--- src/design/memStagePkg.sv ---
////////////////////
// memory stage package
// opcodes, access widths and the stage's bundles
////////////////////
`default_nettype none

package memStagePkg;

    // width of the time-to-result counter
    localparam int TNEW_W = 2;

    // load opcodes
    localparam logic [5:0] OP_LB  = 6'h20;
    localparam logic [5:0] OP_LH  = 6'h21;
    localparam logic [5:0] OP_LW  = 6'h23;
    localparam logic [5:0] OP_LBU = 6'h24;
    localparam logic [5:0] OP_LHU = 6'h25;

    // store opcodes
    localparam logic [5:0] OP_SB  = 6'h28;
    localparam logic [5:0] OP_SH  = 6'h29;
    localparam logic [5:0] OP_SW  = 6'h2b;

    // size of one memory access
    typedef enum logic [1:0] {
        widthByte = 2'd0,
        widthHalf = 2'd1,
        widthWord = 2'd2
    } accessWidthT;

    // I-type view of an instruction word
    typedef struct packed {
        logic [5:0]  opcode;
        logic [4:0]  rs;
        logic [4:0]  rt;
        logic [15:0] imm;
    } instrFieldsT;

    // decoded memory control
    typedef struct packed {
        logic        isLoad;
        logic        isStore;
        accessWidthT width;
        // sign extension on loads only
        logic        signExt;
    } memCtrlT;

    // EX/MEM pipeline bundle
    typedef struct packed {
        instrFieldsT       instr;
        logic [31:0]       pc;
        logic [31:0]       aluOut;
        logic [31:0]       rtData;
        logic [31:0]       regWriteData;
        logic [4:0]        rtAddr;
        logic [4:0]        regWriteAddr;
        logic [TNEW_W-1:0] tNew;
    } memInT;

    // value being written back by WB this cycle
    typedef struct packed {
        logic [4:0]  addr;
        logic [31:0] data;
    } wbFwdT;

    // MEM/WB pipeline register contents
    typedef struct packed {
        instrFieldsT instr;
        logic [31:0] pc;
        logic [31:0] memReadData;
        // zero means no writeback
        logic [4:0]  regWriteAddr;
        logic [31:0] regWriteData;
    } wbOutT;

endpackage

`default_nettype wire

--- src/design/instrClassify.sv ---
////////////////////
// instruction classifier
// opcode to load/store, width and extension
////////////////////
`default_nettype none
`timescale 1ns/100ps

module instrClassify
    import memStagePkg::*;
(
    input  instrFieldsT instr,
    output memCtrlT     ctrl
);

    always_comb begin
        // non-memory by default
        ctrl.isLoad  = 1'b0;
        ctrl.isStore = 1'b0;
        ctrl.width   = widthWord;
        ctrl.signExt = 1'b0;

        case (instr.opcode)
            // signed loads
            OP_LB: begin
                ctrl.isLoad  = 1'b1;
                ctrl.width   = widthByte;
                ctrl.signExt = 1'b1;
            end
            OP_LH: begin
                ctrl.isLoad  = 1'b1;
                ctrl.width   = widthHalf;
                ctrl.signExt = 1'b1;
            end
            OP_LW: begin
                ctrl.isLoad  = 1'b1;
                ctrl.width   = widthWord;
            end
            // unsigned loads
            OP_LBU: begin
                ctrl.isLoad  = 1'b1;
                ctrl.width   = widthByte;
            end
            OP_LHU: begin
                ctrl.isLoad  = 1'b1;
                ctrl.width   = widthHalf;
            end
            // stores never extend
            OP_SB: begin
                ctrl.isStore = 1'b1;
                ctrl.width   = widthByte;
            end
            OP_SH: begin
                ctrl.isStore = 1'b1;
                ctrl.width   = widthHalf;
            end
            OP_SW: begin
                ctrl.isStore = 1'b1;
                ctrl.width   = widthWord;
            end
            default: begin
                // alu, branch and the rest pass through
                ctrl.isLoad  = 1'b0;
                ctrl.isStore = 1'b0;
            end
        endcase
    end

endmodule

`default_nettype wire

--- config.mk ---
export PLATFORM = sky130hd
export DESIGN_NAME = instrClassify
export DESIGN_NICKNAME = d
export VERILOG_FILES = /design/src/design/memStagePkg.sv /design/src/design/instrClassify.sv
export SDC_FILE = /design/constraint.sdc
export NUM_CORES = 1
export LEC_CHECK = 0
export ABC_AREA = 1
export BUFFER_PORTS_ARGS = -buffer_cell sky130_fd_sc_hd__buf_2
export CORE_AREA = 2 2 39 41
export DETAILED_ROUTE_END_ITERATION = 7
export DIE_AREA = 0 0 41 43
export SLEW_MARGIN = 20
export SYNTH_ARGS = -nofsm -noshare
export SYNTH_HDL_FRONTEND = slang
export SYNTH_SLANG_ARGS = --single-unit
--- constraint.sdc ---
create_clock -name vclk -period 0.8
set_clock_uncertainty 0.1 [all_clocks]
set_input_delay 0 -clock vclk [all_inputs]
set_output_delay 0 -clock vclk [all_outputs]
set_load 0.02 [all_outputs]
==> results.cfg <==
[status]
outcome = finished, final reports clean

[power_and_ir_drop]
power_density_nw_per_um2 = 395
ir_worst_vdd_mv = 0.0557
p_leak_nw = 0.0974
p_total_mw = 0.0623

[floorplanning]
io_pins = 37
die_height_um = 43
die_w_um = 41
rows = 14
start_util_pct = 5.97
dieArea_um2 = 1760
core_um2 = 1380

[placement]
place_inst = 47
port_buffers = 11
gp_congestion = 0.660
hpwl_um = 298
place_area_um2 = 158

[worst_setup_path]
endpoint_kind = primary output
timing.critical_path.cells = buf_2 > inv_2 > nand2_1 > nor3_1 > buf_2
cp.depth = 5
cp_max_fo = 4
path_delay_family = buffers and inverters
cp_slowest_cell = buf_2
cp-endpoint = ctrl[3]
crit_path_frequent_cell = buf_2
cp-startpoint = instr[28]
cp-start-kind = primary input
critPathKind = in2out
worstPathRequired_ns = 0.70
cp_num_buf_inv = 3
crit_arrival_ns = 0.58
slowest_delay_ns = 0.19

[clocking]
cts_resized = 0
hold_buffers = 0
post_cts_buffers = 0

[timing]
hold_viol = 0
setup_viol = 0
relSlewSlack_pct = 90.5
slew_violations = 0
fin_tns_setup_ns = 0
period_share_pct = 84.4
grt_setup_unrepaired = false
fmax_mhz = 1480
worst_pin_slew_ns = 0.141
fin_crit_ns = 0.675

[finish]
nClkBuffers = 0
multi_input_area_um2 = 63.8
final_cell_mix = buf_2 (11), nand2_1 (6), inv_1 (4), nor2_1 (4), a21oi_1 (2)
ff_latch_area_um2 = 0
stdcell_count = 47
layout_commonest_cell = buf_2
antennaDiodeCount = 0
fin_util_pct = 11.4
stdcell_area_um2 = 158
seq_cells = 0
nFillCells = 169
synthToLayoutAreaGrowth_pct = 90.9
drive_above_1_share_pct = 41.9
nNetsFinal = 65

[routing]
drt_pre_antenna_iters = 1
route.detailed.drc = 0
wl_per_cell_um = 6.53
antenna_left = 0
dr_total_vias = 147
via_per_inst = 3.13
drt_iter0_drc = 0
routed_wl_um = 307

[global_route]
first_global_vias = 145
grt_pass1_wl_um = 572
antenna_found_initial = 0
gr-total-overflow = 0
grt_max_degree = 6
grt.total_usage_pct = 4.40

[logic_synthesis]
ys_warn_count = 0
synth_cells = 20
synth_cell_types = 8
avgSynthCellArea_um2 = 4.13
syn-cell-area_um2 = 82.6
synth_area_leaders = nand2_1 (27%), inv_1 (18%), nor2_1 (18%)
synth_nets = 52
yosysTopAreaCell = nand2_1
yosysTopAreaCellShare_pct = 27.3
yosysSeqAreaShare_pct = 0

[worst_hold_path]
hp-class = in2out

[job]
cap_violations = 0
## metrics by stage
stage	worst slack [ns]	hold slack, ns
4_1_cts	0.100	0.257
6_report	0.125	0.253
3_3_place_gp	0.117	0.251
5_1_grt	0.0352	0.292
2_1_floorplan	0.106	0.0333
3_5_place_dp	0.108	0.257
## Yosys cell counts
library cell,count
a21oi_1,2
nor3_1,1
o21ai_0,1
nand2_1,6
nor2_1,4
inv_2,1
inv_1,4
nor2_2,1
## routing by layer
layer  vias up  part of all wire (%)  GRT usage, %  wire [µm]
met5         -                     0             0          0
met4         0                     0             0          0
met3         0                     0             0          0
met2         0                    77          9.69        235
met1        66                    23          4.11         71
li1         81                     -             -          -
## kinds of logic after synthesis
group | count (synthesis) | share of synthesized area (%)
buf+inv | 5 | 22.7
compound gates | 3 | 18.2
simple gates | 12 | 59.1
## cell type report
cell class         count  area share [%]
multi-input cells     15            40.5
well taps             16            12.7
inverters              5            11.9
repair buffers        11            34.9
## worst min path at each step
| stage | startpoint | cells after the start | to | slack (ns) |
|---|---|---|---|---|
| final | instr[28] | 4 | ctrl[2] | 0.25 |
| after global routing | instr[29] | 4 | ctrl[3] | 0.29 |
| after CTS | instr[29] | 4 | ctrl[2] | 0.26 |
| after detailed placement | instr[28] | 4 | ctrl[2] | 0.26 |
| after global placement | instr[28] | 4 | ctrl[2] | 0.25 |
| after floorplan | instr[26] | 2 | ctrl[1] | 0.03 |
## where the power goes
group | internal (mW) | leakage [nW] | switching [mW]
clock | 0 | 0 | 0
sequential | 0 | 0 | 0
combinational | 0.0247 | 0.0974 | 0.0376
Note: power is estimated with default switching activity, not from simulation.
