===== src/design/memStagePkg.sv =====
////////////////////
// memory stage package
// opcodes, access widths and the stage's bundles
////////////////////
`default_nettype none

package memStagePkg;

    // width of the time-to-result counter
    localparam int TNEW_W = 2;

    // load opcodes
    localparam logic [5:0] OP_LB  = 6'h20;
    localparam logic [5:0] OP_LH  = 6'h21;
    localparam logic [5:0] OP_LW  = 6'h23;
    localparam logic [5:0] OP_LBU = 6'h24;
    localparam logic [5:0] OP_LHU = 6'h25;

    // store opcodes
    localparam logic [5:0] OP_SB  = 6'h28;
    localparam logic [5:0] OP_SH  = 6'h29;
    localparam logic [5:0] OP_SW  = 6'h2b;

    // size of one memory access
    typedef enum logic [1:0] {
        widthByte = 2'd0,
        widthHalf = 2'd1,
        widthWord = 2'd2
    } accessWidthT;

    // I-type view of an instruction word
    typedef struct packed {
        logic [5:0]  opcode;
        logic [4:0]  rs;
        logic [4:0]  rt;
        logic [15:0] imm;
    } instrFieldsT;

    // decoded memory control
    typedef struct packed {
        logic        isLoad;
        logic        isStore;
        accessWidthT width;
        // sign extension on loads only
        logic        signExt;
    } memCtrlT;

    // EX/MEM pipeline bundle
    typedef struct packed {
        instrFieldsT       instr;
        logic [31:0]       pc;
        logic [31:0]       aluOut;
        logic [31:0]       rtData;
        logic [31:0]       regWriteData;
        logic [4:0]        rtAddr;
        logic [4:0]        regWriteAddr;
        logic [TNEW_W-1:0] tNew;
    } memInT;

    // value being written back by WB this cycle
    typedef struct packed {
        logic [4:0]  addr;
        logic [31:0] data;
    } wbFwdT;

    // MEM/WB pipeline register contents
    typedef struct packed {
        instrFieldsT instr;
        logic [31:0] pc;
        logic [31:0] memReadData;
        // zero means no writeback
        logic [4:0]  regWriteAddr;
        logic [31:0] regWriteData;
    } wbOutT;

endpackage

`default_nettype wire


===== src/design/memWbReg.sv =====
////////////////////
// MEM/WB pipeline register
// writeback select, tNew decrement, stall and clear
////////////////////
`default_nettype none
`timescale 1ns/100ps

module memWbReg
    import memStagePkg::*;
(
    input  logic              clk,
    input  logic              rstN,
    input  logic              stall,
    input  logic              clr,
    input  memCtrlT           ctrl,
    input  memInT             memIn,
    input  logic [31:0]       readData,
    output wbOutT             wbOut,
    output logic [TNEW_W-1:0] tNewOut
);

    logic [31:0] wbData;
    wbOutT       wbNext;

    // loads write back memory data and others keep the EX result
    assign wbData = ctrl.isLoad ? readData : memIn.regWriteData;

    // one stage closer to the result and floored at zero
    assign tNewOut = (memIn.tNew != '0) ? memIn.tNew - TNEW_W'(1) : '0;

    // next register contents
    always_comb begin
        wbNext.instr        = memIn.instr;
        wbNext.pc           = memIn.pc;
        wbNext.memReadData  = readData;
        wbNext.regWriteAddr = memIn.regWriteAddr;
        wbNext.regWriteData = wbData;
    end

    // stall wins over clr since clr only empties a moving stage
    always_ff @(posedge clk) begin
        if (!rstN) begin
            wbOut <= '0;
        end else if (!stall) begin
            if (clr) begin
                wbOut <= '0;
            end else begin
                wbOut <= wbNext;
            end
        end
    end

    // stalled register keeps its contents across the edge
    assert property (@(posedge clk)
        stall && rstN |=> wbOut == $past(wbOut))
        else $error("memWbReg: wbOut changed under stall");

endmodule

`default_nettype wire


===== config.mk =====
export PLATFORM = sky130hd
export DESIGN_NAME = memWbReg
export DESIGN_NICKNAME = d
export VERILOG_FILES = /design/src/design/memStagePkg.sv /design/src/design/memWbReg.sv
export SDC_FILE = /design/constraint.sdc
export NUM_CORES = 1
export LEC_CHECK = 0
export BUFFER_PORTS_ARGS = -buffer_cell sky130_fd_sc_hd__buf_2
export CORE_AREA = 2 2 137 139
export CTS_CLUSTER_DIAMETER = 40
export CTS_CLUSTER_SIZE = 12
export DETAILED_ROUTE_END_ITERATION = 6
export DIE_AREA = 0 0 139 141
export PLACE_DENSITY = 0.63
export SLEW_MARGIN = 10
export SYNTH_ARGS = -nofsm -noshare
export SYNTH_HDL_FRONTEND = slang
export SYNTH_SLANG_ARGS = --single-unit

===== constraint.sdc =====
create_clock -name clk -period 1.68 [get_ports clk]
set_clock_uncertainty 0.2 [all_clocks]
set_input_delay 0.336 -clock clk [delete_from_list [all_inputs] [get_ports clk]]
set_output_delay 0.336 -clock clk [all_outputs]
set_load 0.02 [all_outputs]

==> metrics.log, run 1 <==
INFO  metric most_frequent_cells_in_the_layout = buf_2, dfxtp_1, nand2_1, a21boi_1, or3b_1
INFO  metric yosysSeqAreaShare = 45.6%
INFO  metric slowest_stage = dlygate4sd3_1
INFO  metric maximum_number_of_pins_on_one_net_before_global_route_repair = 73
INFO  metric area_occupied_by_multi_input_gates = 2840 sq um
INFO  metric critical_path_peak_fanout = 1
INFO  metric layout-drive-gt1-share = 42.2%
INFO  metric maxClockFrequency = 605 MHz
INFO  metric design.portCount = 348
INFO  metric hold_viol = 0
INFO  metric total_leakage_power = 3.90 nW
INFO  metric clock-root-buffer = clkbuf_16
INFO  metric outcome = finished, final reports clean
INFO  metric vdd_ir_drop_max = 695 uV
INFO  metric timing.final.crit_share = 98.4%
INFO  metric remaining_drc_errors = 0
INFO  metric synth_fa_ha_area_share = 0%
INFO  metric core_box_area = 18300 sq um
INFO  metric critPathMaxStageDelay = 0.57 ns
INFO  metric yosysUniqueCellTypes = 15
INFO  metric nNetsFinal = 1074
INFO  metric vias = 5102
INFO  metric cap_viol_max_count = 0
INFO  metric grt_antenna_before_repair = 0
INFO  metric detail_route.wirelength = 16.1 mm
INFO  metric crit_path_frequent_cell = dlygate4sd3_1
INFO  metric layout_commonest_cell = buf_2
INFO  metric critPathArrivalTime = 1.76 ns
INFO  metric syn_inst = 560
INFO  metric n_antenna_cell = 0
INFO  metric synthSimpleGateAreaFrac = 22.1%
INFO  metric synthTopCellsByArea = dfxtp_1, or3b_1, a21boi_1, o2bb2ai_2, nand2_1
INFO  metric drt_pass1_iterations = 6
INFO  metric clk_path_buf_depth = 2
INFO  metric timing.final.crit_period = 1.65 ns
INFO  metric layout.cell_area.non_filler = 8490 sq um
INFO  metric design.die.area = 19600 sq um
INFO  metric floorplan.initialDensity = 31.9%
INFO  metric floorplan.die.width = 139 microns
INFO  metric worst_slew_margin_rel = 60.7%
INFO  metric largest_register = wbOut
INFO  metric layout.area.seq = 2660 sq um
INFO  metric fillCellCount = 1741
INFO  metric placement_rows = 50
INFO  metric post_synth_instance_area = 5840 sq um
INFO  metric path_clk_slew = 0.06 ns
INFO  metric finalSetupViolCount = 0
INFO  metric gp_congestion = 0.778
INFO  metric detailedRoute.firstIterationViolations = 118
INFO  metric area_growth = 45.6%
INFO  metric holdCritPathClass = in2reg
INFO  metric estimated_wirelength_of_the_detail_placed_design = 10.7 mm
INFO  metric fp.dieH = 141 microns
INFO  metric synthDominantAreaCellType = dfxtp_1
INFO  metric global_route_total_usage_across_every_layer = 16.3%
INFO  metric final.setup.tns = 0 ns
INFO  metric synth.avg_cell_area = 10.4 sq um
INFO  metric yosysWarnings = 0
INFO  metric tritoncts = done
INFO  metric vias_in_the_first_global_route = 5022
INFO  metric unrepaired_setup_endpoints_after_global_routing = false
INFO  metric globalRouteOverflowTotal = 0
INFO  metric postSynthRegisterBits = 133
INFO  metric cp_launch_type = primary input
INFO  metric synth_compound_area_share = 21.0%
INFO  metric io_buffers = 274
INFO  metric worst_slew_pin_slew = 0.590 ns
INFO  metric synth.top_cell.area_share = 45.6%
INFO  metric avgViaCountPerCell = 4.60
INFO  metric worst-endpoint-required = 1.78 ns
INFO  metric cp_cell_instances = dlygate4sd3_1 -> buf_2 -> mux2i_1 -> dlygate4sd3_1 -> o2bb2ai_2
INFO  metric synth_top_family_by_area = simple AND/OR/NAND/NOR gates
INFO  metric largest_register_ffs = 133
INFO  metric cts-htree-levels = 4
INFO  metric type_of_the_worst_setup_path = in2reg
INFO  metric first_pass_grt_wire_length = 25.9 mm
INFO  metric slew_violations = 0
INFO  metric critPathCaptureType = register
INFO  metric numCtsBuffers = 17
INFO  metric clkSinkCount = 133
INFO  metric critPathTopFamily = buffers and inverters
INFO  metric cellPowerDensity = 995 nW/um^2
INFO  metric insertion_delay = 0.41 ns
INFO  metric xor_xnor_share_of_the_synthesized_area = 0%
INFO  metric drtAntennaViolNets = 0
INFO  metric wire_per_inst = 14.5 microns
INFO  metric total_nets_after_synthesis = 773
INFO  metric muxShareOfSynthArea = 5.49%
INFO  metric top_regs = wbOut: 133 flops
INFO  metric detailed_place.area = 7420 sq um
INFO  metric critPathBufInv = 3
-- per-stage QoR --
stage | utilization (%) | power, mW | std cells | setup slack (ns) | hold WS (ns)
floorplan | - | 4.03 | 560 | 0.311 | 0.311
global placement | 40.6 | 4.42 | 1032 | 0.0424 | 0.239
detailed placement | 40.6 | 4.43 | 1032 | 0.0397 | 0.243
CTS | 46.7 | 8.60 | 1111 | 0.0786 | 0.00146
global route | 46.5 | 8.85 | 1108 | 0.000730 | 0.0129
finish | 46.5 | 8.46 | 1108 | 0.0265 | 0.00465
-- layer usage --
layer  GRT usage [%]  share of wire, %  up-vias
met5               0                 0        -
met1            19.7                44     2319
li1                -                 -     2582
met4            6.22               1.9        0
met2            27.6                48      180
met3            4.93               6.4       21
-- worst reg2reg max path: cells and delay by family (launching register included) --
family | cells | cell delay [ns]
flops | 1 | 0.38
compound gates | 1 | 0.11
simple gates | 1 | 0.07
-- cells in the mapped netlist, drive strengths merged --
cell / count
a21boi: 101
or3b: 102
nor2b: 1
clkbuf: 26
dfxtp: 133
nand2: 101
and2: 2
o2bb2ai: 32
buf: 30
mux2i: 32
-- worst paths after layout --
check,start,end,slack [ns],cells after the start
setup reg to reg,wbOut[52]$_SDFFE_PN0N_,wbOut[52]$_SDFFE_PN0N_,0.86,2
hold reg to reg,wbOut[119]$_SDFFE_PN0N_,wbOut[119]$_SDFFE_PN0N_,0.25,2
setup / recovery,memIn[37],wbOut[25]$_SDFFE_PN0N_,0.03,5
hold / removal,readData[9],wbOut[9]$_SDFFE_PN0N_,0.005,3
-- area by class of cell --
class	instances	area share [%]
clock buffer	18	5.17
sequential	133	31.3
clock inverter	14	2.31
multi-input combinational	371	33.4
timing repair buffer	338	24.3
tap	234	3.45
-- cells by family (layout without fill, tap and decap cells) --
logic type,count (synthesis),after routing
AO/OA/AOI/OAI,133,133
multiplexers,32,32
buffers and inverters,56,370
AND/OR/NAND/NOR,206,206
flip-flops,133,133
-- power by group --
group	switching, mW	internal (mW)
clock	1.47	2.54
combinational	0.565	0.535
sequential	0.0644	3.28
total	2.10	6.36
-- what timing repair did --
item / CTS / global route
hold buffers: 47 / 0
resized for setup: 0 / 0
endpoints found under the setup margin: 0 / 3
buffers inserted: 0 / 0
hold endpoints to repair: 32 / 0
No activity file was read; power rests on OpenSTA's default activity.
==> inputs of run 2 (changes only) <==
--- a/config.mk
+++ b/config.mk
@@ -7,7 +7,6 @@
 export LEC_CHECK = 0
 export BUFFER_PORTS_ARGS = -buffer_cell sky130_fd_sc_hd__buf_2
 export CORE_AREA = 2 2 137 139
-export CTS_CLUSTER_DIAMETER = 40
 export CTS_CLUSTER_SIZE = 12
 export DETAILED_ROUTE_END_ITERATION = 6
 export DIE_AREA = 0 0 139 141
==> constraint.sdc (replaced) <==
create_clock -name clk -period 1.68 [get_ports clk]
set_clock_uncertainty 0.2 [all_clocks]
set_input_delay 0.168 -clock clk [delete_from_list [all_inputs] [get_ports clk]]
set_output_delay 0.168 -clock clk [all_outputs]
set_load 0.02 [all_outputs]
==> metrics.log, run 2 (synthesis gave the netlist of run 1 again) <==
INFO  metric outcome = finished, final reports clean
INFO  metric regToRegEndpoint = wbOut[36]$_SDFFE_PN0N_
INFO  metric layout-drive-gt1-share = 36.4% (-5.8 points)
INFO  metric hold_viol = 0 (unchanged)
INFO  metric tritoncts = done
INFO  metric most_frequent_cells_in_the_layout = buf_2, dlygate4sd3_1, dfxtp_1
INFO  metric floorplan.die.width = 139 microns (unchanged)
INFO  metric area_growth = 64.0%
INFO  metric slowest_stage = dlygate4sd3_1
INFO  metric crit_start = readData[31]
INFO  metric crit_cells = 5 (unchanged)
INFO  metric worst_slew_margin_rel = 34.8% (-26 points)
INFO  metric critPathMaxStageDelay = 0.60 ns (+0.03 ns)
INFO  metric io_buffers = 274 (unchanged)
INFO  metric seq_power_share = 40.1% (+0.5 points)
INFO  metric drtAntennaViolNets = 0 (unchanged)
INFO  metric insertion_delay = 0.41 ns (about the same)
INFO  metric gp_congestion = 0.770 (-1.1%)
INFO  metric worst_slew_pin_slew = 0.978 ns (+0.388 ns)
INFO  metric worst-endpoint-required = 1.78 ns (about the same)
INFO  metric type_of_the_worst_setup_path = in2reg
INFO  metric nNetsFinal = 1187 (+11%)
INFO  metric timing.rr.start = wbOut[36]$_SDFFE_PN0N_
INFO  metric design.die.area = 19600 sq um (unchanged)
INFO  metric fin_util = 52.4% (+5.9 points)
INFO  metric slew_violations = 0 (unchanged)
INFO  metric maxClockFrequency = 636 MHz (+5.1%)
INFO  metric final.setup.tns = 0 ns (unchanged)
INFO  metric timing.final.crit_period = 1.57 ns (-0.0808 ns)
INFO  metric critical_path_peak_fanout = 2 (+1)
INFO  metric placement_rows = 50 (unchanged)
INFO  metric fillCellCount = 1643 (-5.6%)
INFO  metric avgViaCountPerCell = 4.65 (+1.0%)
INFO  metric cts-htree-levels = 4 (unchanged)
INFO  metric core_box_area = 18300 sq um (unchanged)
INFO  metric worst-r2r-cell-count = 3 (+1)
INFO  metric grt_antenna_before_repair = 1 (+1)
INFO  metric largest_register = wbOut
INFO  metric cts_resized = 0 (unchanged)
INFO  metric path_clk_slew = 0.06 ns (about the same)
INFO  metric critPathTopFamily = buffers and inverters
INFO  metric holdCritPathClass = in2reg
INFO  metric clkSinkCount = 133 (unchanged)
INFO  metric cellPowerDensity = 871 nW/um^2 (-12%)
INFO  metric drt_pass1_iterations = 7 (+1)
INFO  metric switching_part_of_the_total_power = 26.7% (+1.9 points)
INFO  metric worst-r2r-setup-slack = 0.38 ns (-0.48 ns)
INFO  metric vias = 5683 (+11%)
INFO  metric clock-root-buffer = clkbuf_16
INFO  metric layout_commonest_cell = buf_2
INFO  metric critPathCaptureType = register
INFO  metric unrepaired_setup_endpoints_after_global_routing = false
INFO  metric timing.final.crit_share = 93.6% (-4.8 points)
INFO  metric first_pass_grt_wire_length = 28.8 mm (+11%)
INFO  metric globalRouteOverflowTotal = 0 (unchanged)
INFO  metric vdd_ir_drop_max = 685 uV (-1.4%)
INFO  metric clk_path_buf_depth = 2 (unchanged)
INFO  metric cap_viol_max_count = 0 (unchanged)
INFO  metric total_leakage_power = 4.32 nW (+11%)
INFO  metric critPathArrivalTime = 1.67 ns (-0.09 ns)
INFO  metric vias_in_the_first_global_route = 5706 (+14%)
INFO  metric clock_power_share = 43.9% (-3.5 points)
INFO  metric detailedRoute.firstIterationViolations = 196 (+66%)
INFO  metric cp_cell_instances = dlygate4sd3_1 -> buf_2 -> mux2i_1 -> dlygate4sd3_1 -> o2bb2ai_1
INFO  metric design.portCount = 348 (unchanged)
INFO  metric floorplan.initialDensity = 31.9% (unchanged)
INFO  metric detail_route.wirelength = 18.2 mm (+13%)
INFO  metric p_switching = 2.23 mW (+6.1%)
INFO  metric cp_launch_type = primary input
INFO  metric estimated_wirelength_of_the_detail_placed_design = 10.5 mm (-2.0%)
INFO  metric largest_register_ffs = 133 (unchanged)
INFO  metric power.internal = 6.11 mW (-3.9%)
INFO  metric top_regs = wbOut: 133 flops
INFO  metric maximum_number_of_pins_on_one_net_before_global_route_repair = 89 (+22%)
INFO  metric crit_path_frequent_cell = dlygate4sd3_1
INFO  metric cp-endpoint = wbOut[31]$_SDFFE_PN0N_
INFO  metric fp.dieH = 141 microns (unchanged)
INFO  metric critPathBufInv = 3 (unchanged)
INFO  metric remaining_drc_errors = 0 (unchanged)
INFO  metric wire_per_inst = 14.9 microns (+2.7%)
INFO  metric global_route_total_usage_across_every_layer = 18.1% (+1.7 points)
INFO  metric numCtsBuffers = 17 (unchanged)
INFO  metric finalSetupViolCount = 0 (unchanged)
INFO  metric comb_power_share = 16.0% (+3.0 points)
run 2: area by class of cell:
cell class                 instances  area, sq um  area share [%]
clock inverter                    14          140            1.46
antenna                            1         2.50          0.0261
multi-input combinational        371         2840            29.7
tap                              234          293            3.06
clock buffer                      18          439            4.59
timing repair buffer             451         3200            33.4
sequential                       133         2660            27.8
run 2: power groups by stage:
stage          registers, mW  clock network [mW]  logic (mW)
6_report                3.35                3.66        1.33
5_1_grt                 3.36                3.91        1.43
4_1_cts                 3.34                3.77        1.32
3_5_place_dp            3.41                   0       0.989
3_3_place_gp            3.41                   0       0.984
2_1_floorplan           3.57                   0       0.458
run 2: routing by layer:
layer	wire length [microns]	vias up	track usage, %
met5	0	-	0
met4	457	0	7.44
met3	1160	35	5.26
met2	9000	222	31.8
met1	7560	2615	20.6
li1	-	2811	-
run 2: worst min-delay path by stage:
stage               from  cells past startpoint  slack [ns]                      to
2_1_floorplan  memIn[12]                      2        0.14   wbOut[0]$_SDFFE_PN0N_
3_3_place_gp   memIn[43]                      3        0.23  wbOut[31]$_SDFFE_PN0N_
3_5_place_dp   memIn[37]                      3        0.24  wbOut[25]$_SDFFE_PN0N_
4_1_cts            stall                      4        0.02  wbOut[46]$_SDFFE_PN0N_
5_1_grt            stall                      4        0.05  wbOut[46]$_SDFFE_PN0N_
6_report           stall                      4        0.04  wbOut[46]$_SDFFE_PN0N_
run 2: tightest hold or removal path, stage by stage:
cell,delay (ns)
buf_4,0.16
buf_12,0.17
nand2_1,0.06
a21boi_1,0.05
run 2: timing repair:
action / CTS / global route
endpoints found under the hold margin: 133 / 0
hold buffers: 167 / 0
buffers inserted: 0 / 0
run 2: metrics by stage:
step	worst slack (ns)	area (sq um)	total power, mW	cells	hold slack, ns
floorplan	0.479	5840	4.03	560	0.143
global placement	0.0381	7320	4.39	1022	0.230
detailed placement	0.0153	7320	4.40	1022	0.243
CTS	0.139	9570	8.44	1221	0.0219
global route	0.0607	9570	8.70	1222	0.0475
finish	0.107	9570	8.34	1222	0.0394
==> inputs of run 3 (changes only) <==
==> constraint.sdc (replaced) <==
create_clock -name clk -period 1.6 [get_ports clk]
set_clock_uncertainty 0.2 [all_clocks]
set_input_delay 0.16 -clock clk [delete_from_list [all_inputs] [get_ports clk]]
set_output_delay 0.16 -clock clk [all_outputs]
set_load 0.02 [all_outputs]
==> metrics.log, run 3 (synthesis gave the netlist of run 1 again) <==
INFO  metric outcome = finished with violations
INFO  metric violations = negative setup slack
INFO  metric insertion_delay = 0.40 ns (about the same)
INFO  metric timing.final.crit_share = 101%
INFO  metric final_cells = 1226 (+0.33%)
INFO  metric layout-drive-gt1-share = 36.8% (+0.42 points)
INFO  metric fin_ws = -0.00804 ns (-0.115 ns)
INFO  metric maximum_number_of_pins_on_one_net_before_global_route_repair = 62 (-30%)
INFO  metric first_pass_grt_wire_length = 28.9 mm (+0.24%)
INFO  metric hold_start = stall
INFO  metric drtAntennaViolNets = 0 (unchanged)
INFO  metric top_regs = wbOut: 133 flops
INFO  metric dpl.cell_count = 1029 (+0.68%)
INFO  metric crit_path_frequent_cell = dlygate4sd3_1
INFO  metric estimated_wirelength_of_the_detail_placed_design = 10.9 mm (+4.2%)
INFO  metric grt_antenna_before_repair = 0 (-1)
INFO  metric area_occupied_by_multi_input_gates = 2840 sq um (+0.13%)
INFO  metric gp_congestion = 0.773 (+0.38%)
INFO  metric n_antenna_cell = 0 (-1)
INFO  metric layout.cell_area.non_filler = 9650 sq um (+0.78%)
INFO  metric crit_start = readData[25]
INFO  metric total_leakage_power = 4.36 nW (+0.85%)
INFO  metric avgViaCountPerCell = 4.60 (-1.1%)
INFO  metric area_growth = 65.3%
INFO  metric cap_viol_max_count = 0 (unchanged)
INFO  metric hold_viol = 0 (unchanged)
INFO  metric maxClockFrequency = 622 MHz
INFO  metric detailedRoute.firstIterationViolations = 150 (-23%)
INFO  metric slew_violations = 0 (unchanged)
INFO  metric fillCellCount = 1599 (-2.7%)
INFO  metric floorplan.initialDensity = 31.9% (unchanged)
INFO  metric clock-root-buffer = clkbuf_16
INFO  metric largest_register_ffs = 133 (unchanged)
INFO  metric most_frequent_cells_in_the_layout = buf_2, dlygate4sd3_1, dfxtp_1
INFO  metric largest_register = wbOut
INFO  metric tritoncts = done
INFO  metric slowest_stage = dlygate4sd3_1
INFO  metric wire_per_inst = 14.9 microns (+0.18%)
INFO  metric path_clk_slew = 0.06 ns (about the same)
INFO  metric io_buffers = 274 (unchanged)
INFO  metric seq_power_share = 40.1% (about the same)
INFO  metric cp_cell_instances = dlygate4sd3_1 -> buf_2 -> mux2i_1 -> dlygate4sd3_1 -> o2bb2ai_2
INFO  metric comb_power_share = 16.3% (+0.3 points)
INFO  metric detail_route.wirelength = 18.3 mm (+0.51%)
INFO  metric drt_pass1_iterations = 6 (-1)
INFO  metric placement_rows = 50 (unchanged)
INFO  metric detailed_place.area = 7410 sq um (+1.2%)
INFO  metric vias = 5641 (-0.74%)
INFO  metric clock_power_share = 43.7% (-0.2 points)
INFO  metric design.portCount = 348 (unchanged)
INFO  metric holdPathStages = 4 (unchanged)
INFO  metric critPathTopFamily = buffers and inverters
INFO  metric global_route_total_usage_across_every_layer = 18.2% (+0.14 points)
INFO  metric numCtsBuffers = 17 (unchanged)
INFO  metric clk_path_buf_depth = 2 (unchanged)
INFO  metric cellPowerDensity = 909 nW/um^2 (+4.4%)
INFO  metric cp_launch_type = primary input
INFO  metric critPathMaxStageDelay = 0.61 ns (about the same)
INFO  metric cts-htree-levels = 4 (unchanged)
INFO  metric core_box_area = 18300 sq um (unchanged)
INFO  metric critPathBufInv = 3 (unchanged)
INFO  metric remaining_drc_errors = 0 (unchanged)
INFO  metric switching_part_of_the_total_power = 25.4% (-1.3 points)
INFO  metric unrepaired_setup_endpoints_after_global_routing = false
INFO  metric power.internal = 6.54 mW (+7.1%)
INFO  metric clkSinkCount = 133 (unchanged)
INFO  metric worst-r2r-cell-count = 3 (unchanged)
INFO  metric globalRouteOverflowTotal = 0 (unchanged)
INFO  metric detailedPlace.worstSlack = 0.108 ns (+0.0924 ns)
INFO  metric critical_path_peak_fanout = 2 (unchanged)
INFO  metric floorplan.die.width = 139 microns (unchanged)
INFO  metric nNetsFinal = 1193 (+0.51%)
INFO  metric finalSetupViolCount = 1 (+1)
INFO  metric worst-endpoint-required = 1.70 ns (-0.08 ns)
INFO  metric critPathArrivalTime = 1.70 ns (+0.03 ns)
INFO  metric vdd_ir_drop_max = 707 uV (+3.1%)
INFO  metric layout.area.seq = 2660 sq um (unchanged)
INFO  metric design.die.area = 19600 sq um (unchanged)
INFO  metric fp.dieH = 141 microns (unchanged)
INFO  metric crit_cells = 5 (unchanged)
INFO  metric holdCritPathClass = in2reg
INFO  metric worst_slew_pin_slew = 0.407 ns (-0.571 ns)
INFO  metric critPathCaptureType = register
INFO  metric vias_in_the_first_global_route = 5706 (unchanged)
INFO  metric worst_slew_margin_rel = 72.9% (+38 points)
INFO  metric timing.final.crit_period = 1.61 ns
INFO  metric timing.rr.start = wbOut[123]$_SDFFE_PN0N_
INFO  metric layout_commonest_cell = buf_2
INFO  metric p_switching = 2.23 mW (about the same)
INFO  metric type_of_the_worst_setup_path = in2reg
run 3: cell count changes in the layout (fill, tap and decap cells not counted), moves of 3 or more:
cell / before / now
clkinv_2: 1 / 4
buf_12: 6 / 9
buf_4: 5 / 9
inv_6: 6 / 2
run 3: final cells by class:
class | instances | share of cell area [%]
clock inverters | 12 | 1.35
flip-flops and latches | 133 | 27.6
well taps | 234 | 3.04
multi-input cells | 371 | 29.5
clock buffers | 19 | 4.59
repair buffers | 457 | 34.0
run 3: tightest hold or removal path: stages:
cell and delay, ns:
buf_4 0.16, buf_12 0.17, nand2_1 0.06, a21boi_1 0.05
run 3: power by group through the flow:
stage / sequential (mW) / clock [mW] / combinational (mW)
after global placement: 3.58 / 0 / 1.06
after detailed placement: 3.58 / 0 / 1.06
after floorplan: 3.75 / 0 / 0.481
after global routing: 3.53 / 4.08 / 1.53
final: 3.52 / 3.83 / 1.43
after CTS: 3.51 / 3.94 / 1.41
run 3: final timing paths:
| kind | end | slack (ns) |
|---|---|---|
| max | wbOut[25]$_SDFFE_PN0N_ | -0.008 |
| min | wbOut[122]$_SDFFE_PN0N_ | 0.03 |
| max reg2reg | wbOut[123]$_SDFFE_PN0N_ | 0.33 |
| min reg2reg | wbOut[119]$_SDFFE_PN0N_ | 0.25 |
run 3: through the flow:
stage               hold slack, ns  utilization [%]  power, mW  setup TNS [ns]
floorplan                    0.135                -       4.23               0
global placement             0.225             40.6       4.64               0
detailed placement           0.234             40.6       4.65               0
CTS                         0.0170             52.8       8.86               0
global route                0.0380             52.8       9.14               0
finish                      0.0334             52.8       8.77        -0.00804
run 3: layer usage:
layer	part of all wire, %	global-route usage [%]
met5	0	0
met4	2.4	7.60
met3	7.3	6.49
met2	49	31.8
met1	41	20.2
run 3: repair_timing:
action                                 4_1_cts  5_1_grt
buffers inserted                             0        0
gates resized for setup                      0        1
setup endpoints to repair                    0        1
endpoints found under the hold margin      133        0
hold buffers                               167        0
